File: src/vga_pkg.sv
// Display timing, frame buffer geometry and address width constants
package vga_pkg;

    // ======================================================================
    // Horizontal timing in pixel clocks
    // ======================================================================

    // Visible pixels per line
    localparam int h_active = 640;
    // Blanking before the sync pulse
    localparam int h_front  = 16;
    // Sync pulse width
    localparam int h_sync   = 96;
    // Blanking after the sync pulse
    localparam int h_back   = 48;
    // Full line length
    localparam int h_total  = 800;

    // ======================================================================
    // Vertical timing in lines
    // ======================================================================

    // Visible lines per frame
    localparam int v_active = 480;
    localparam int v_front  = 10;
    localparam int v_sync   = 2;
    localparam int v_back   = 33;
    // Full frame height
    localparam int v_total  = 525;

    // ======================================================================
    // Frame buffer geometry
    // ======================================================================

    // 640 pixels at one bit each is 80 bytes per line
    localparam int words_per_line = 20;
    // 20 words times 480 lines
    localparam int mem_words      = 9600;
    // Word address width, covers 0 to 16383
    localparam int addr_w         = 14;

    // Scan counter widths, both reach beyond 800 and 525
    localparam int h_cnt_w = 10;
    localparam int v_cnt_w = 10;

endpackage

File: src/vga_scan_if.sv
// Scan position, active video and raw sync bundle with source and sink modports
`timescale 1ns/100ps

interface vga_scan_if;
    import vga_pkg::*;

    // Current pixel column within the line
    logic [h_cnt_w-1:0] h_count;
    // Current line within the frame
    logic [v_cnt_w-1:0] v_count;
    // High inside the 640x480 visible region
    logic               active;
    // Active low syncs, not yet aligned to the pixel
    logic               hsync_raw;
    logic               vsync_raw;

    // Timing generator side
    modport source (
        output h_count,
        output v_count,
        output active,
        output hsync_raw,
        output vsync_raw
    );

    // Pixel fetcher side
    modport sink (
        input h_count,
        input v_count,
        input active,
        input hsync_raw,
        input vsync_raw
    );

endinterface

File: src/vga_timing.sv
// Horizontal and vertical scan counters with active video and raw sync decode
`timescale 1ns/100ps

module vga_timing (
    input  logic       clock,
    input  logic       rst_n,
    vga_scan_if.source scan
);
    import vga_pkg::*;

    // ======================================================================
    // Scan counters
    // ======================================================================

    logic [h_cnt_w-1:0] h_cnt;
    logic [v_cnt_w-1:0] v_cnt;

    // End of line and end of frame markers
    logic h_last;
    logic v_last;

    // Region decodes
    logic h_visible;
    logic v_visible;
    logic h_in_sync;
    logic v_in_sync;

    assign h_last = h_cnt == h_cnt_w'(h_total - 1);
    assign v_last = v_cnt == v_cnt_w'(v_total - 1);

    // Column counter runs every clock
    // Line counter steps once per line wrap
    always_ff @(posedge clock) begin
        if (!rst_n) begin
            h_cnt <= '0;
            v_cnt <= '0;
        end else begin
            if (h_last) begin
                h_cnt <= '0;
                if (v_last) begin
                    v_cnt <= '0;
                end else begin
                    v_cnt <= v_cnt + 1'b1;
                end
            end else begin
                h_cnt <= h_cnt + 1'b1;
            end
        end
    end

    // ======================================================================
    // Region and sync decode
    // ======================================================================

    // Visible area starts at column 0 and line 0
    assign h_visible = h_cnt < h_cnt_w'(h_active);
    assign v_visible = v_cnt < v_cnt_w'(v_active);

    // Horizontal pulse covers columns 656 to 751
    assign h_in_sync = (h_cnt >= h_cnt_w'(h_active + h_front)) &&
                       (h_cnt <  h_cnt_w'(h_active + h_front + h_sync));

    // Vertical pulse covers lines 490 and 491
    assign v_in_sync = (v_cnt >= v_cnt_w'(v_active + v_front)) &&
                       (v_cnt <  v_cnt_w'(v_active + v_front + v_sync));

    // ======================================================================
    // Outputs to the fetcher
    // ======================================================================

    assign scan.h_count   = h_cnt;
    assign scan.v_count   = v_cnt;
    assign scan.active    = h_visible && v_visible;

    // Syncs are active low
    assign scan.hsync_raw = ~h_in_sync;
    assign scan.vsync_raw = ~v_in_sync;

endmodule

File: src/flat_wrapper.sv
// flat-port wrapper written by rule: the top's interface ports become plain ports
module vga_timing_flat import vga_pkg::*;
  (clock, rst_n, scan_h_count, scan_v_count, scan_active, scan_hsync_raw, scan_vsync_raw);
  vga_scan_if scan_i ();
  input  logic clock;
  input  logic rst_n;
  output wire logic [$bits(scan_i.h_count)-1:0] scan_h_count;
  output wire logic [$bits(scan_i.v_count)-1:0] scan_v_count;
  output wire logic [$bits(scan_i.active)-1:0] scan_active;
  output wire logic [$bits(scan_i.hsync_raw)-1:0] scan_hsync_raw;
  output wire logic [$bits(scan_i.vsync_raw)-1:0] scan_vsync_raw;
  assign scan_h_count = scan_i.h_count;
  assign scan_v_count = scan_i.v_count;
  assign scan_active = scan_i.active;
  assign scan_hsync_raw = scan_i.hsync_raw;
  assign scan_vsync_raw = scan_i.vsync_raw;
  vga_timing u_core (.clock(clock), .rst_n(rst_n), .scan(scan_i));
endmodule
File: config.mk
export PLATFORM = sky130hd
export DESIGN_NAME = vga_timing_flat
export DESIGN_NICKNAME = d
export VERILOG_FILES = /design/src/vga_pkg.sv /design/src/vga_scan_if.sv /design/src/vga_timing.sv /design/src/flat_wrapper.sv
export SDC_FILE = /design/constraint.sdc
export NUM_CORES = 1
export LEC_CHECK = 0
export BUFFER_PORTS_ARGS = -buffer_cell sky130_fd_sc_hd__buf_2
export CAP_MARGIN = 25
export CORE_MARGIN = 2
export CORE_UTILIZATION = 45
export CTS_BUF_LIST = sky130_fd_sc_hd__clkbuf_4
export CTS_CLUSTER_SIZE = 12
export DETAILED_ROUTE_END_ITERATION = 7
export PLACE_DENSITY_LB_ADDON = 0.08
export SETUP_SLACK_MARGIN = 0.05
export SYNTH_ARGS = -nofsm -noshare
export SYNTH_HDL_FRONTEND = slang
export SYNTH_SLANG_ARGS = --single-unit
File: constraint.sdc
create_clock -name clock -period 2.8 [get_ports clock]
set_clock_uncertainty 0.2 [all_clocks]
set_input_delay 0 -clock clock [delete_from_list [all_inputs] [get_ports clock]]
set_output_delay 0 -clock clock [all_outputs]
set_load 0.05 [all_outputs]
==> impl_metrics.tcl, run 1 <==
set metrics [dict create \
    outcome "completed" \
    grt_use_met2_pct 30.38 \
    cts_max_level 1 \
    min_period_ps 2379 \
    path_clk_slew_ps 110 \
    fin_hold_ws_ps 301.1 \
    grt_pass1_vias 833 \
    grt_most_used_layer "met2" \
    remaining_drc_errors 0 \
    ys.flop_type "dfxtp_1" \
    reg2reg_to "u_core.scan.v_count[3]" \
    endpoint_kind "flip-flop" \
    place_inst 170 \
    synthMuxAreaShare_pct 0.9685 \
    power.leakage_nw 0.4779 \
    cts-root-buf "clkbuf_4" \
    drtIter0Drc 18 \
    grt_usage_pct 18.13 \
    dieArea_sq_um 2696 \
    ant_nets 0 \
    numPortBuffers 24 \
    ys_types 27 \
    cts_setup_buffers 0 \
    synth_xor_area_share_pct 11.02 \
    num-fill-cells 212 \
    async_flop_share_pct 0 \
    startpoint_type "flip-flop" \
    synth.area.top_cells "dfxtp_1, xnor2_1, ha_1" \
    cts_sinks 20 \
    synth_edf_count 0 \
    syn-instance-count 122 \
    required_ps 2790 \
    power_density_nw_per_um2 387.7 \
    use_met3_pct 2.586 \
    via_per_inst 5.160 \
    grt_pass1_wl_um 3615 \
    setup_violations 0 \
    synth_compound_area_share_pct 7.385 \
    instances_no_fill 175 \
    synth_top_family_by_area "simple AND/OR/NAND/NOR gates" \
    syn_area_sq_um 1033 \
    ys_seq_elements 20 \
    rsz0062_at_grt "false" \
    area_growth_pct 15.98 \
    drv_cap 0 \
    final_util_pct 54.71 \
    dr_total_vias 903 \
    drt-pass1-iter-count 4 \
    hold_viol 0 \
    layout_commonest_cell "buf_2" \
    layout.nets 154 \
    row_count 17 \
    tns_ps 0 \
    final_cell_area_sq_um 1199 \
    drive_gt1_share_pct 21.09 \
    hpwlAfterDp_um 1599 \
    post-route-period-util_pct 84.97 \
    worstSetupStartpoint "u_core.scan.h_count[0]" \
    worst_pin_slew_ps 685.5 \
    fmax_ghz 0.4203 \
    met1_usage_pct 22.38 \
    wl_um 2135 \
    yosys.area.top_type_share_pct 38.74 \
    maxSlewHeadroom_pct 53.88 \
    grt_max_degree 12 \
    io_pins 25 \
    diodes 0 \
    start_util_pct 47.17 \
    grt_overflow 0 \
    die_w_um 51.93 \
    yosys.area_share.simple_pct 31.60 \
    cts_tree "yes" \
    synth_warnings 0 \
    critPathArrivalTime_ps 2370 \
    postPlaceCellArea_sq_um 1162 \
    dieHeight_um 51.93 \
    r2r-start "u_core.scan.h_count[0]" \
    routabilityCongestion 0.7580 \
    crit_type "flip-flop to flip-flop" \
    slew_viol_final 0 \
    mostFrequentLayoutCells "buf_2, dfxtp_1, nor2_1, nand2_1, xnor2_1" \
    antenna_found_initial 0 \
    cp_max_fo 10 \
    cp-endpoint "u_core.scan.v_count[3]" \
    clock_latency_ps 300 \
    peakVddDrop_v 0.0002828 \
    ff2ff_setup_slack_ps 420 \
    syn-num-nets 128 \
    synthAdderAreaFrac_pct 4.843 \
    cts_buffers 3 \
    hold_path.class "flip-flop to flip-flop" \
    syn_area_per_cell_sq_um 8.471 \
    core_area_sq_um 2191 \
    wire_per_inst_um 12.20 \
    cts_buffer_depth 2 \
    yosysTopAreaCell "dfxtp_1" \
    r2r_cells 5 \
    synth_seq_area_share_pct 38.74 \
]
timing repair:
item	4_1_cts	5_1_grt
hold buffers	1	0
resized for setup	0	0
endpoints found under the hold margin	20	0
through the flow:
step	worst slack, ps	total power, W
after floorplan	266.3	0.0003207
after global placement	492.2	0.0003294
after detailed placement	414.0	0.0003297
after CTS	406.1	0.0004738
after global routing	212.9	0.0004897
final	420.9	0.0004647
logic make-up (layout without fill, tap and decap cells):
| group | count (synthesis) | in the layout |
|---|---|---|
| compound gates | 10 | 10 |
| simple gates | 62 | 62 |
| flops | 20 | 20 |
| buf+inv | 12 | 37 |
| mux | 1 | 1 |
| xor+xnor | 13 | 13 |
| fa+ha+maj | 4 | 4 |
Yosys cell counts (all sizes together), types with 2 or more instances:
| master | count |
|---|---|
| inv | 8 |
| a31o | 2 |
| xnor2 | 9 |
| nor4 | 4 |
| a21oi | 4 |
| nand3 | 7 |
| buf | 3 |
| nand2 | 9 |
| nand4 | 8 |
| or3 | 4 |
| and3 | 2 |
| and2 | 5 |
| xor2 | 4 |
| nor3 | 6 |
| ha | 4 |
| o21ai | 2 |
| nor2 | 13 |
| dfxtp | 20 |
worst min path at each step:
stage / start / to / slack (ps) / cells past startpoint
4_1_cts: u_core.scan.h_count[0] / u_core.scan.h_count[0] / 310 / 1
2_1_floorplan: rst_n / u_core.scan.h_count[2] / -80 / 1
6_report: u_core.scan.h_count[0] / u_core.scan.h_count[0] / 300 / 1
5_1_grt: rst_n / u_core.scan.h_count[6] / 340 / 3
3_3_place_gp: rst_n / u_core.scan.h_count[4] / 110 / 2
3_5_place_dp: rst_n / u_core.scan.h_count[6] / 110 / 2
registers in the layout (all words and copies together) (netlist names):
signal and flops:
u_core.scan.v_count 10, u_core.scan.h_count 10
per-layer routing:
metal  routed length [um]  part of all wire [%]
met2                 1015                    48
met5                    0                     0
met3                   92                   4.3
met1                  982                    46
met4                   44                   2.1
area by class of cell:
| class | count | area [sq um] | area share (%) |
|---|---|---|---|
| flip-flops and latches | 20 | 400.4 | 33.40 |
| well taps | 28 | 35.03 | 2.923 |
| multi-input cells | 90 | 576.8 | 48.12 |
| clock buffers | 3 | 22.52 | 1.879 |
| clock inverters | 1 | 3.754 | 0.3132 |
| inverters | 8 | 30.03 | 2.505 |
| repair buffers | 25 | 130.1 | 10.86 |
critical path: stages, from the launching register on:
cell	delay, ps
dfxtp_1	420
ha_1	240
nand4_1	240
or3_1	560
o31ai_4	500
nor2_1	100
power by group:
group / internal, W / leakage, nW / switching (W)
clock network: 0.0000520 / 0.0154 / 0.0000892
logic: 0.00000853 / 0.301 / 0.0000220
registers: 0.000288 / 0.162 / 0.00000481
(Power assumes the default switching activity.)
==> run 2: changes to the inputs <==
--- a/config.mk
+++ b/config.mk
@@ -5,6 +5,7 @@
 export SDC_FILE = /design/constraint.sdc
 export NUM_CORES = 1
 export LEC_CHECK = 0
+export ABC_AREA = 1
 export BUFFER_PORTS_ARGS = -buffer_cell sky130_fd_sc_hd__buf_2
 export CAP_MARGIN = 25
 export CORE_MARGIN = 2
==> constraint.sdc (replaced) <==
create_clock -name clock -period 2.45 [get_ports clock]
set_clock_uncertainty 0.2 [all_clocks]
set_input_delay 0 -clock clock [delete_from_list [all_inputs] [get_ports clock]]
set_output_delay 0 -clock clock [all_outputs]
set_load 0.05 [all_outputs]
==> run 2 against run 1 <==
Critical path depth rose by 3. Sequential cell count did not move. Maximum frequency rose by 30%. Combinational power rose by 22%. Synthesized cell count rose by 36%. Synthesized area rose by 5.1%. Largest power group unchanged.
==> impl_metrics.tcl, run 2 <==
set metrics [dict create \
    outcome "completed" \
    hold_viol 0 \
    path_clk_slew_ps 110 \
    core_area_sq_um 2255 \
    maxSlewHeadroom_pct 76.99 \
    grt_pass1_vias 873 \
    power_density_nw_per_um2 418.0 \
    layout.nets 200 \
    setup_violations 0 \
    r2r_cells 8 \
    ys_types 21 \
    drv_cap 0 \
    start_util_pct 48.17 \
    diodes 0 \
    layout_commonest_cell "nand2_1" \
    power_frac_comb_pct 7.2 \
    min_path_cells 1 \
    grt_max_degree 16 \
    area_growth_pct 15.21 \
    p_int_w 0.0003958 \
    synth.area.top_cells "dfxtp_1, nand2_1, nor2_1" \
    dieArea_sq_um 2822 \
    reg2reg_to "u_core.scan.v_count[2]" \
    via_per_inst 4.795 \
    clock_latency_ps 290 \
    dieHeight_um 53.13 \
    p_sw_share_pct 24.31 \
    cts_buffer_depth 2 \
    worst_pin_slew_ps 344.3 \
    holdPathEnd "u_core.scan.h_count[0]" \
    drive_gt1_share_pct 19.27 \
    endpoint_kind "flip-flop" \
    drt-pass1-iter-count 4 \
    ant_nets 0 \
    wl_um 2358 \
    ff2ff_setup_slack_ps 620 \
    switchingPower_w 0.0001271 \
    routabilityCongestion 0.7484 \
    ys_seq_elements 20 \
    synth_edf_count 0 \
    slew_viol_final 0 \
    cts_sinks 20 \
    drtIter0Drc 32 \
    rsz0062_at_grt "false" \
    r2r-start "u_core.scan.h_count[0]" \
    startpoint_type "flip-flop" \
    holdCritStartpoint "u_core.scan.h_count[0]" \
    peakVddDrop_v 0.0004246 \
    grt_pass1_wl_um 3795 \
    cp_max_fo 11 \
    place_inst 216 \
    synth_warnings 0 \
    min_period_ps 1830 \
    cts_tree "yes" \
    required_ps 2450 \
    row_count 17 \
    instances_no_fill 220 \
    die_w_um 53.13 \
    p_clk_share_pct 29.2 \
    synth_common_cells "nand2_1, nor2_1, dfxtp_1, inv_1, nand3_1" \
    hold_path.class "flip-flop to flip-flop" \
    post-route-period-util_pct 74.68 \
    wire_per_inst_um 10.72 \
    cts_setup_buffers 0 \
    antenna_found_initial 0 \
    ys.flop_type "dfxtp_1" \
    io_pins 25 \
    grt_usage_pct 18.95 \
    hpwlAfterDp_um 1825 \
    critPathArrivalTime_ps 1830 \
    cts_max_level 1 \
    grt_overflow 0 \
    syn-instance-count 166 \
    yosys.area.top_type_share_pct 36.87 \
    final_util_pct 55.49 \
    synth_most_common_cell "nand2_1" \
    synth_seq_area_share_pct 36.87 \
    syn-num-nets 172 \
    pwr-share-seq_pct 63.7 \
    crit_type "flip-flop to flip-flop" \
    cts_buffers 3 \
    dr_total_vias 1055 \
    numPortBuffers 24 \
    power.leakage_nw 0.5777 \
    cts-root-buf "clkbuf_4" \
    mostFrequentLayoutCells "nand2_1, nor2_1, buf_2, inv_1, dfxtp_1" \
    tns_ps 0 \
    yosysTopAreaCell "dfxtp_1" \
    fmax_ghz 0.5465 \
    remaining_drc_errors 0 \
    async_flop_share_pct 0 \
    syn_area_per_cell_sq_um 6.542 \
    syn_area_sq_um 1086 \
]
## run 2: cell types whose count changed in the layout (fill, tap and decap cells not counted), sizes merged, moves of 3 or more
cell	delta
nand2	+42
nor2	+20
inv	+14
xnor2	-8
nand4	-6
and2	-5
nand3	+5
a21oi	+4
or3	-4
nor3	-3
## run 2: worst max-delay path by stage
stage,startpoint,to
detailed placement,u_core.scan.h_count[0],u_core.scan.v_count[2]
global route,u_core.scan.h_count[0],u_core.scan.v_count[2]
finish,u_core.scan.h_count[0],u_core.scan.v_count[2]
floorplan,u_core.scan.v_count[9],scan_active
CTS,u_core.scan.h_count[0],u_core.scan.v_count[2]
global placement,u_core.scan.h_count[0],u_core.scan.v_count[0]
## run 2: per-stage QoR
stage	total power, W	instance area [sq um]	hold WS [ps]	setup WS [ps]
3_5_place_dp	0.0003773	1219	80.20	613.2
5_1_grt	0.0005451	1251	329.2	439.8
3_3_place_gp	0.0003760	1219	86.38	685.2
2_1_floorplan	0.0003696	1086	-77.15	380.6
4_1_cts	0.0005304	1251	295.9	586.6
6_report	0.0005230	1251	286.4	620.3
## run 2: layout make-up
cell class | instances | area, sq um
Sequential cell | 20 | 400.4
Clock buffer | 3 | 22.52
Inverter | 22 | 82.58
Timing Repair Buffer | 25 | 130.1
Fill cell | 245 | 1003
Multi-Input combinational cell | 122 | 580.6
Tap cell | 28 | 35.03
## run 2: cell families after synthesis
group	synth area share, %
AOI/OAI and AO/OA	5.300
xor gates and xnor gates	2.420
adders and majority gates	4.608
buffers and inverters	9.677
DFF	36.87
and+or+nand+nor	41.13
## run 2: power groups by stage
stage | Sequential, W | Combinational [W] | Clock (W)
floorplan | 0.000354 | 0.0000152 | 0
global placement | 0.000340 | 0.0000358 | 0
CTS | 0.000333 | 0.0000380 | 0.000159
global route | 0.000334 | 0.0000420 | 0.000169
detailed placement | 0.000341 | 0.0000366 | 0
finish | 0.000333 | 0.0000374 | 0.000152
## run 2: critical path, stage by stage (launching register included)
cell and delay [ps]:
dfxtp_1 400, ha_1 180, nand2_1 80, nor2_2 140
nand3_1 190, nand2_2 270, nand2_2 130, inv_2 90
nor2_1 50
## run 2: layer usage
layer	global-route usage, %	part of all wire (%)	vias up
met5	0	0	-
met4	8.974	1.5	0
met3	3.390	4.9	4
met2	28.54	43	25
met1	26.00	50	459
li1	-	-	567
## run 2: repair_timing
| action | CTS | global route |
|---|---|---|
| gates resized for setup | 0 | 0 |
| hold buffers | 1 | 0 |
| endpoints found under the hold margin | 20 | 0 |
