$ cat src/vga_pkg.sv
// Display timing, frame buffer geometry and address width constants
package vga_pkg;

    // ======================================================================
    // Horizontal timing in pixel clocks
    // ======================================================================

    // Visible pixels per line
    localparam int h_active = 640;
    // Blanking before the sync pulse
    localparam int h_front  = 16;
    // Sync pulse width
    localparam int h_sync   = 96;
    // Blanking after the sync pulse
    localparam int h_back   = 48;
    // Full line length
    localparam int h_total  = 800;

    // ======================================================================
    // Vertical timing in lines
    // ======================================================================

    // Visible lines per frame
    localparam int v_active = 480;
    localparam int v_front  = 10;
    localparam int v_sync   = 2;
    localparam int v_back   = 33;
    // Full frame height
    localparam int v_total  = 525;

    // ======================================================================
    // Frame buffer geometry
    // ======================================================================

    // 640 pixels at one bit each is 80 bytes per line
    localparam int words_per_line = 20;
    // 20 words times 480 lines
    localparam int mem_words      = 9600;
    // Word address width, covers 0 to 16383
    localparam int addr_w         = 14;

    // Scan counter widths, both reach beyond 800 and 525
    localparam int h_cnt_w = 10;
    localparam int v_cnt_w = 10;

endpackage

$ cat src/vga_scan_if.sv
// Scan position, active video and raw sync bundle with source and sink modports
`timescale 1ns/100ps

interface vga_scan_if;
    import vga_pkg::*;

    // Current pixel column within the line
    logic [h_cnt_w-1:0] h_count;
    // Current line within the frame
    logic [v_cnt_w-1:0] v_count;
    // High inside the 640x480 visible region
    logic               active;
    // Active low syncs, not yet aligned to the pixel
    logic               hsync_raw;
    logic               vsync_raw;

    // Timing generator side
    modport source (
        output h_count,
        output v_count,
        output active,
        output hsync_raw,
        output vsync_raw
    );

    // Pixel fetcher side
    modport sink (
        input h_count,
        input v_count,
        input active,
        input hsync_raw,
        input vsync_raw
    );

endinterface

$ cat src/vga_pixel_fetch.sv
// Frame buffer address generation, pixel shift register and two-stage sync alignment
`timescale 1ns/100ps

module vga_pixel_fetch (
    input  logic                       clock,
    input  logic                       rst_n,
    vga_scan_if.sink                   scan,
    // Display read port of the frame buffer
    output logic [vga_pkg::addr_w-1:0] disp_address,
    input  logic [31:0]                disp_rdata,
    // Aligned video outputs
    output logic                       vga_hsync,
    output logic                       vga_vsync,
    output logic                       vga_de,
    output logic                       vga_pixel
);
    import vga_pkg::*;

    // ======================================================================
    // Address generation
    // ======================================================================

    // High on the first pixel of each 32-pixel word
    logic              fetch_en;
    // Start of the current line in the buffer
    logic [addr_w-1:0] line_base;
    // Word index within the line, column divided by 32
    logic [addr_w-1:0] word_in_line;

    // Stage one delays
    logic              load_d1;
    logic              active_d1;
    logic              hsync_d1;
    logic              vsync_d1;

    // Pixel path
    logic [31:0]       shift_reg;
    logic              next_bit;

    assign fetch_en     = scan.active && (scan.h_count[4:0] == 5'd0);
    assign line_base    = addr_w'(scan.v_count) * addr_w'(words_per_line);
    assign word_in_line = addr_w'(scan.h_count[h_cnt_w-1:5]);

    // Word v*20 + h/32, memory answers on the next cycle
    assign disp_address = fetch_en ? line_base + word_in_line : '0;

    // ======================================================================
    // Pixel shift register
    // ======================================================================

    // On a load cycle bit 0 of the fresh word goes straight out
    assign next_bit = load_d1 ? disp_rdata[0] : shift_reg[0];

    // Pixel h maps to word bit h mod 32, so shift towards bit 0
    always_ff @(posedge clock) begin
        if (load_d1) begin
            shift_reg <= {1'b0, disp_rdata[31:1]};
        end else begin
            shift_reg <= {1'b0, shift_reg[31:1]};
        end
    end

    // ======================================================================
    // Two-stage alignment
    // ======================================================================

    // Stage one lines up with the memory read latency
    // Stage two is the output register
    always_ff @(posedge clock) begin
        if (!rst_n) begin
            load_d1   <= 1'b0;
            active_d1 <= 1'b0;
            hsync_d1  <= 1'b1;
            vsync_d1  <= 1'b1;
            vga_de    <= 1'b0;
            vga_pixel <= 1'b0;
            vga_hsync <= 1'b1;
            vga_vsync <= 1'b1;
        end else begin
            load_d1   <= fetch_en;
            active_d1 <= scan.active;
            hsync_d1  <= scan.hsync_raw;
            vsync_d1  <= scan.vsync_raw;
            vga_de    <= active_d1;
            // Blank outside the visible area
            vga_pixel <= active_d1 & next_bit;
            vga_hsync <= hsync_d1;
            vga_vsync <= vsync_d1;
        end
    end

endmodule

$ cat src/flat_wrapper.sv
// flat-port wrapper written by rule: the top's interface ports become plain ports
module vga_pixel_fetch_flat import vga_pkg::*;
  (clock, rst_n, disp_address, disp_rdata, vga_hsync, vga_vsync, vga_de, vga_pixel, scan_h_count, scan_v_count, scan_active, scan_hsync_raw, scan_vsync_raw);
  vga_scan_if scan_i ();
  input  logic clock;
  input  logic rst_n;
  output logic [vga_pkg::addr_w-1:0] disp_address;
  input  logic [31:0] disp_rdata;
  output logic vga_hsync;
  output logic vga_vsync;
  output logic vga_de;
  output logic vga_pixel;
  input wire logic [$bits(scan_i.h_count)-1:0] scan_h_count;
  input wire logic [$bits(scan_i.v_count)-1:0] scan_v_count;
  input wire logic [$bits(scan_i.active)-1:0] scan_active;
  input wire logic [$bits(scan_i.hsync_raw)-1:0] scan_hsync_raw;
  input wire logic [$bits(scan_i.vsync_raw)-1:0] scan_vsync_raw;
  assign scan_i.h_count = scan_h_count;
  assign scan_i.v_count = scan_v_count;
  assign scan_i.active = scan_active;
  assign scan_i.hsync_raw = scan_hsync_raw;
  assign scan_i.vsync_raw = scan_vsync_raw;
  vga_pixel_fetch u_core (.clock(clock), .rst_n(rst_n), .scan(scan_i), .disp_address(disp_address), .disp_rdata(disp_rdata), .vga_hsync(vga_hsync), .vga_vsync(vga_vsync), .vga_de(vga_de), .vga_pixel(vga_pixel));
endmodule
$ cat config.mk
export PLATFORM = sky130hd
export DESIGN_NAME = vga_pixel_fetch_flat
export DESIGN_NICKNAME = d
export VERILOG_FILES = /design/src/vga_pkg.sv /design/src/vga_scan_if.sv /design/src/vga_pixel_fetch.sv /design/src/flat_wrapper.sv
export SDC_FILE = /design/constraint.sdc
export NUM_CORES = 1
export LEC_CHECK = 0
export ABC_AREA = 1
export CORE_ASPECT_RATIO = 0.5
export CORE_MARGIN = 2
export CORE_UTILIZATION = 55
export CTS_CLUSTER_SIZE = 20
export DETAILED_ROUTE_END_ITERATION = 10
export DONT_BUFFER_PORTS = 1
export GPL_TIMING_DRIVEN = 1
export PLACE_DENSITY = 0.76
export SKIP_CTS_REPAIR_TIMING = 1
export SLEW_MARGIN = 20
export SYNTH_ARGS = -nofsm -noshare
export SYNTH_HDL_FRONTEND = slang
export SYNTH_SLANG_ARGS = --single-unit
$ cat constraint.sdc
create_clock -name clock -period 3.1 [get_ports clock]
set_clock_uncertainty 0.2 [all_clocks]
set_input_delay 0.31 -clock clock [delete_from_list [all_inputs] [get_ports clock]]
set_output_delay 0.31 -clock clock [all_outputs]
set_load 0.01 [all_outputs]
==> results of run 1 <==
==> power groups by stage <==
stage / Sequential [W] / Combinational, W / Clock [W]
after floorplan: 0.000541 / 0.000175 / 0
after global placement: 0.000542 / 0.000201 / 0
after detailed placement: 0.000544 / 0.000210 / 0
after CTS: 0.000532 / 0.000212 / 0.000316
after global routing: 0.000535 / 0.000285 / 0.000341
final: 0.000534 / 0.000251 / 0.000323
==> synthesized netlist by cell type (2+ instances only) <==
cell and instances:
fa_1 2, inv_2 3, inv_1 30, mux2_2 28, a21oi_1 8, nor2_4 2
nand2_2 4, nor2_2 2, nand3_1 13, buf_2 3, or2_2 4, nor2_1 20
nand2_1 52, dfxtp_1 39, o21ai_0 6, mux2_1 2, ha_1 19
==> worst paths after layout <==
kind / startpoint / endpoint / slack (ps) / cells past startpoint
worst max-delay path: scan_v_count[1] / disp_address[11] / 260 / 12
worst min-delay path: rst_n / u_core.load_d1 / 10 / 2
worst max register to register: u_core.load_d1 / u_core.shift_reg[14] / 1230 / 2
worst min register to register: u_core.hsync_d1 / u_core.vga_hsync / 220 / 1
==> final cells by class <==
| type | count | area, µm² |
|---|---|---|
| fill | 241 | 945 |
| clock inverter | 1 | 5.00 |
| tap | 51 | 63.8 |
| inverter | 34 | 128 |
| timing repair buffer | 37 | 368 |
| sequential | 39 | 781 |
| multi-input combinational | 172 | 1180 |
| clock buffer | 7 | 76.3 |
==> cell families (layout without fill, tap and decap cells) <==
group / Yosys count / in the layout
adder cells (fa/ha/maj): 21 / 21
multiplexers: 31 / 31
flip-flops: 39 / 39
buffers and inverters: 38 / 79
AND/OR/NAND/NOR: 102 / 102
XOR/XNOR: 1 / 1
AO/OA/AOI/OAI: 17 / 17
==> through the flow <==
stage | hold slack (ps) | cells | instance area, µm²
6_report | 10.4 | 341 | 2600
3_5_place_dp | 206 | 297 | 2160
5_1_grt | 51.7 | 341 | 2600
3_3_place_gp | 195 | 297 | 2160
4_1_cts | -69.0 | 305 | 2240
2_1_floorplan | 193 | 249 | 2110
==> routing by layer <==
layer / global-route usage (%) / part of all wire, %
met1: 20.3 / 43
met2: 35.3 / 51
met3: 3.46 / 4.6
met4: 6.36 / 0.88
met5: 0 / 0
==> worst max-delay path: stages <==
cell     delay (ps)
ha_1            270
ha_1            230
fa_1            560
nand2_1          70
nor2_1           80
nand2_1          70
nand2_1          80
nand2_1          70
nor2_1          190
nand3_1         100
o21ai_0         200
nor2_1          110
==> impl_metrics.json, run 1 <==
{
  "cts_sinks": 39,
  "final_nets": 367,
  "area_delta_synth_final_pct": 23.4,
  "leakagePower_nw": 1.27,
  "worstMarginPinSlew_ps": 776,
  "hold_viol_final": 0,
  "crit_fanout": 4,
  "n_antenna_cell": 0,
  "gp_congestion": 0.871,
  "dieArea_um2": 4370,
  "status": "finished clean",
  "preCtsSetupSlack_ps": 282,
  "ys_seq_area_share_pct": 37.0,
  "critPathLaunchType": "input port",
  "clock_path_buffers": 2,
  "clk_pin_slew_ps": 70,
  "finalSetupViolations": 0,
  "num_vias": 1714,
  "drc_errors": 0,
  "min_period_ps": 2840,
  "synthesis.nets": 327,
  "power_w": 0.00111,
  "cap_violations": 0,
  "power_frac_seq_pct": 48.2,
  "yosys.area_share.adder_pct": 13.2,
  "die_w_um": 91.6,
  "grtUsageTotal_pct": 17.8,
  "grt_max_degree": 19,
  "synthXorXnorAreaFrac_pct": 0.415,
  "post-route-util_pct": 73.4,
  "die_h_um": 47.8,
  "clk_latency_ps": 280,
  "fmax_mhz": 352,
  "final_cell_mix": "nand2_1 (52), dfxtp_1 (39), dlygate4sd3_1 (36)",
  "yosysWarnings": 0,
  "cts_tree": "done",
  "slew_headroom_pct": 48.2,
  "synth.distinct_cells": 29,
  "drv_slew": 0,
  "power_density_nw_per_um2": 426,
  "synth_edf_count": 0,
  "worst_slack_ps": 259,
  "synth_compound_area_share_pct": 4.39,
  "layout-drive-gt1-share_pct": 17.9,
  "fp.coreArea_um2": 3550,
  "ir_drop_mv": 0.169,
  "dp_hpwl_mm": 3.28,
  "finalWirelength_mm": 4.90,
  "io_pins": 75,
  "via_per_inst": 5.03,
  "start_util_pct": 59.4,
  "core.rowCount": 15,
  "final_common_cell": "nand2_1",
  "rsz0062_at_grt": "no",
  "critPathKind": "in -> out",
  "switchingPower_w": 0.000313,
  "p_clk_share_pct": 29.2,
  "synthFlopType": "dfxtp_1",
  "comb_power_share_pct": 22.6,
  "p_int_w": 0.000795,
  "synthCells": 249,
  "yosys-mux-area-fraction_pct": 16.5,
  "avgSynthCellArea_um2": 8.47,
  "yosys.area_share.simple_pct": 21.5,
  "antenna_found_initial": 0,
  "ys_ff_latch": 39,
  "overflow": 0,
  "drtAntennaViolNets": 0,
  "h-tree-depth": 2,
  "yosys-top-cells-area": "dfxtp_1 (37%), mux2_2 (15%), ha_1 (11%)",
  "synth_top_family_by_area": "simple AND/OR/NAND/NOR gates",
  "firstDrtPassIters": 4,
  "cts_inserted_buffers": 5,
  "fin_crit_sh_pct": 91.6,
  "cts_root_buf": "clkbuf_8",
  "setup_tns_ps": 0,
  "synth_top_cell_by_area": "dfxtp_1",
  "grt_pass1_wl_mm": 6.02,
  "wl_per_cell_um": 14.4,
  "drt-initial-drc-count": 62,
  "port-buffer-count": 0,
  "synthArstFlopShare_pct": 0,
  "grt_pass1_vias": 1395,
  "largest_reg_flops": 31,
  "critPathCaptureType": "output port",
  "synth_area_um2": 2110,
  "min_path_type": "in -> reg",
  "switching_share_pct": 28.3,
  "cp.arrival_ps": 2330,
  "synth_top_area_share_pct": 37.0,
  "required_ps": 2590
}
(Power assumes the default switching activity.)
==> inputs of run 2 (changes only) <==
Settings changed: PLACE_DENSITY 0.76 to 0.73.
==> run 2 against run 1 <==
Sequential share of layout area fell by 0.21 points. Combinational power about the same. Maximum frequency is 1.0% higher. Power up 4.6%. Count of clock-buffer cells in the layout increased by 1. Utilization up 0.53 points. Clock power up 15%. Critical path type unchanged. Largest cell class unchanged. Highest routed layer unchanged.
==> impl_metrics.json, run 2 (synthesis results as in run 1) <==
{
  "grt_pass1_wl_mm": 6.13,
  "largest_reg_flops": 31,
  "critPathCaptureType": "output port",
  "r2r_slack_ps": 1200,
  "grtUsageMet2_pct": 36.3,
  "finalWirelength_mm": 4.99,
  "worstSetupStartpoint": "scan_v_count[1]",
  "use_met1_pct": 20.0,
  "dp_hpwl_mm": 3.17,
  "slew_headroom_pct": 45.8,
  "die_w_um": 91.6,
  "grt_pass1_vias": 1437,
  "rsz0062_at_grt": "no",
  "num_vias": 1722,
  "finalSetupViolations": 0,
  "grtUsageTotal_pct": 18.3,
  "worstMarginPinSlew_ps": 812,
  "clk_latency_ps": 280,
  "comb_power_share_pct": 21.7,
  "preCtsSetupSlack_ps": 310,
  "cap_violations": 0,
  "final_nets": 367,
  "power_frac_seq_pct": 46.1,
  "port-buffer-count": 0,
  "grt_max_degree": 19,
  "leakagePower_nw": 1.28,
  "core.rowCount": 15,
  "ir_drop_mv": 0.183,
  "cts_tree": "done",
  "cts_root_buf": "clkbuf_8",
  "met3_usage_pct": 3.62,
  "drv_slew": 0,
  "cts_inserted_buffers": 5,
  "die_h_um": 47.8,
  "antenna_found_initial": 0,
  "r2r_start": "u_core.load_d1",
  "overflow": 0,
  "cts_sinks": 39,
  "p_int_w": 0.000840,
  "gp_congestion": 0.866,
  "hold_path_startpoint": "rst_n",
  "busiest_layer": "met2",
  "worst_slack_ps": 288,
  "drtAntennaViolNets": 0,
  "cp.arrival_ps": 2300,
  "final_cell_mix": "nand2_1 (52), dfxtp_1 (39), dlygate4sd3_1 (36)",
  "final_common_cell": "nand2_1",
  "switchingPower_w": 0.000319,
  "n_antenna_cell": 0,
  "fp.coreArea_um2": 3550,
  "via_per_inst": 5.05,
  "setup_tns_ps": 0,
  "clock_path_buffers": 2,
  "io_pins": 75,
  "crit_fanout": 4,
  "switching_share_pct": 27.5,
  "hold_viol_final": 0,
  "drt-initial-drc-count": 75,
  "fin_crit_sh_pct": 90.7,
  "required_ps": 2590,
  "min_period_ps": 2810,
  "critPathKind": "in -> out",
  "drc_errors": 0,
  "h-tree-depth": 2,
  "p_clk_share_pct": 32.2,
  "wl_per_cell_um": 14.6,
  "firstDrtPassIters": 4,
  "status": "finished clean",
  "dieArea_um2": 4370,
  "critPathLaunchType": "input port",
  "fmax_mhz": 356,
  "layout-drive-gt1-share_pct": 18.3,
  "min_path_type": "in -> reg",
  "area_delta_synth_final_pct": 24.3,
  "clk_pin_slew_ps": 70,
  "start_util_pct": 59.4,
  "power_density_nw_per_um2": 442
}
==> run 2: cell types whose count changed in the layout (fill, tap and decap cells not counted) <==
cell	previous run	this run
clkbuf_1	2	1
clkbuf_8	5	7
clkinv_2	1	0
==> run 2: metrics by stage <==
stage | std cells | total power (W) | utilization [%] | hold slack, ps | area [µm²]
detailed placement | 297 | 0.000752 | 60.9 | 201 | 2160
floorplan | 249 | 0.000716 | - | 193 | 2110
global placement | 297 | 0.000744 | 60.9 | 195 | 2160
finish | 341 | 0.00116 | 73.9 | 9.13 | 2620
global route | 341 | 0.00121 | 73.9 | 26.2 | 2620
CTS | 305 | 0.00111 | 63.7 | -74.7 | 2260
==> run 2: worst paths after layout <==
kind	depth (start not counted)	endpoint
worst max-delay path	11	disp_address[9]
worst min-delay path	2	u_core.load_d1
worst max register to register	2	u_core.shift_reg[16]
worst min register to register	1	u_core.vga_vsync
==> run 2: metal layers <==
layer,up-vias,part of all wire (%)
met1,779,44
li1,879,-
met5,-,0
met4,0,1.6
met2,55,50
met3,9,4.6
==> run 2: worst max-delay path, cell delays in order <==
cell and delay (ps):
ha_1 290, ha_1 230, fa_1 560, nand2_1 70, nor2_1 80, nand2_1 50, nand2_1 80, nand2_1 70
nor2_1 190, o21ai_0 110, a21oi_1 270
==> run 2: cell type report <==
type / instances / area (µm²)
Multi-Input combinational cell: 172 / 1180
Fill cell: 240 / 926
Sequential cell: 39 / 781
Timing Repair Buffer: 37 / 368
Inverter: 34 / 128
Clock buffer: 8 / 100
Tap cell: 51 / 63.8
==> run 2: power by group through the flow <==
stage | Sequential (W) | Clock (W) | Combinational, W
5_1_grt | 0.000536 | 0.000394 | 0.000285
6_report | 0.000534 | 0.000373 | 0.000252
2_1_floorplan | 0.000541 | 0 | 0.000175
3_5_place_dp | 0.000543 | 0 | 0.000209
3_3_place_gp | 0.000542 | 0 | 0.000202
4_1_cts | 0.000532 | 0.000365 | 0.000211
==> inputs of run 3 (changes only) <==
Settings changed: CELL_PAD_IN_SITES_DETAIL_PLACEMENT set to 0, CELL_PAD_IN_SITES_GLOBAL_PLACEMENT set to 1, CORE_UTILIZATION 55 to 45, PLACE_DENSITY 0.73 to 0.81, SLEW_MARGIN 20 to 10.
==> run 3 against run 2 <==
Worst hold slack worse by 2.6 ps. Count of clock-buffer cells in the layout shrank 2. Non-clock buffer count up 1. Critical path type unchanged. Highest routed layer unchanged. Sequential share of layout area decreased by 0.56 points.
==> impl_metrics.json, run 3 (synthesis results as in run 1) <==
{
  "min_path_cells": 2,
  "dieArea_um2": 5280,
  "grt_max_degree": 33,
  "fp.coreArea_um2": 4450,
  "power_w": 0.00127,
  "grt_pass1_vias": 1397,
  "cts_sinks": 39,
  "core.rowCount": 17,
  "finalWirelength_mm": 4.50,
  "cp.arrival_ps": 2270,
  "wl_per_cell_um": 12.9,
  "rr_worst_depth": 2,
  "drc_errors": 0,
  "whs_ps": 6.48,
  "final_nets": 368,
  "finalSetupViolations": 0,
  "io_pins": 75,
  "status": "finished clean",
  "grt_pass1_wl_mm": 6.02,
  "r2r_slack_ps": 1710,
  "slew_headroom_pct": 69.5,
  "clk_pin_slew_ps": 70,
  "worstSetupStartpoint": "scan_v_count[1]",
  "r2r-end": "u_core.shift_reg[28]",
  "die_w_um": 101,
  "drt-initial-drc-count": 23,
  "start_util_pct": 47.4,
  "layout-drive-gt1-share_pct": 18.2,
  "leakagePower_nw": 1.30,
  "post_dp_cell_area_um2": 2170,
  "hold_path_end": "u_core.load_d1",
  "overflow": 0,
  "post-route-util_pct": 60.1,
  "power_density_nw_per_um2": 474,
  "gp_congestion": 0.821,
  "setup_tns_ps": 0,
  "h-tree-depth": 2,
  "clock_path_buffers": 2,
  "area_delta_synth_final_pct": 26.7,
  "r2r_start": "u_core.load_d1",
  "fmax_mhz": 360,
  "via_per_inst": 4.76,
  "final_common_cell": "nand2_1",
  "num_vias": 1655,
  "final_cell_mix": "nand2_1 (52), dfxtp_1 (39), dlygate4sd3_1 (37)",
  "largest_reg_flops": 31,
  "crit_fanout": 4,
  "min_path_type": "in -> reg",
  "critPathLaunchType": "input port",
  "cts_root_buf": "clkbuf_8",
  "clk_latency_ps": 280,
  "die_h_um": 52.4,
  "antenna_found_initial": 0,
  "hold_viol_final": 0,
  "n_antenna_cell": 0,
  "min_period_ps": 2780,
  "ir_drop_mv": 0.234,
  "port-buffer-count": 0,
  "drv_slew": 0,
  "cts_tree": "done",
  "rsz0062_at_grt": "no",
  "grtUsageTotal_pct": 14.5,
  "critPathKind": "in -> out",
  "fin_crit_sh_pct": 89.5,
  "cap_violations": 0,
  "drtAntennaViolNets": 0,
  "cts_inserted_buffers": 5,
  "worstMarginPinSlew_ps": 455,
  "postLayoutCellArea_um2": 2670,
  "dp_hpwl_mm": 2.97,
  "hold_path_startpoint": "rst_n",
  "critPathCaptureType": "output port",
  "firstDrtPassIters": 4,
  "required_ps": 2590
}
[run 3: how the worst max path moves through the flow]
stage,slack (ps),endpoint
5_1_grt,110,disp_address[11]
4_1_cts,300,disp_address[13]
2_1_floorplan,440,disp_address[13]
3_3_place_gp,350,disp_address[13]
6_report,320,disp_address[13]
3_5_place_dp,300,disp_address[13]
[run 3: critical path: stages]
cell and delay (ps):
ha_1 280, ha_1 220, fa_1 560, nand2_1 70, nor2_1 80, nand2_1 50, nand2_1 80, nand2_1 70
clkinv_1 70, nand2_1 50, nor2_2 150, a21oi_1 80, nor2_1 200
[run 3: area by class of cell]
class	count	area (µm²)
clock inverter	2	60.1
clock buffer	6	72.6
fill	369	1770
multi-input combinational	172	1180
tap	57	71.3
sequential	39	781
inverter	34	128
timing repair buffer	38	378
[run 3: metal layers]
metal / wire (µm) / GRT usage [%] / vias to the layer above
met5: 0 / 0 / -
met4: 28 / 4.11 / 0
met3: 233 / 5.20 / 4
met2: 2170 / 25.2 / 41
met1: 2060 / 17.2 / 729
li1: - / - / 881
[run 3: power breakdown]
part	switching [W]	leakage, nW	total (W)	internal, W
logic	0.000137	0.915	0.000249	0.000113
registers	0.00000761	0.318	0.000532	0.000525
clock network	0.000164	0.0654	0.000485	0.000321
total	0.000308	1.30	0.00127	0.000959
[run 3: metrics by stage]
| step | worst slack, ps | instances |
|---|---|---|
| 6_report | 325 | 348 |
| 5_1_grt | 114 | 348 |
| 4_1_cts | 301 | 311 |
| 3_5_place_dp | 302 | 303 |
| 3_3_place_gp | 347 | 303 |
| 2_1_floorplan | 444 | 249 |
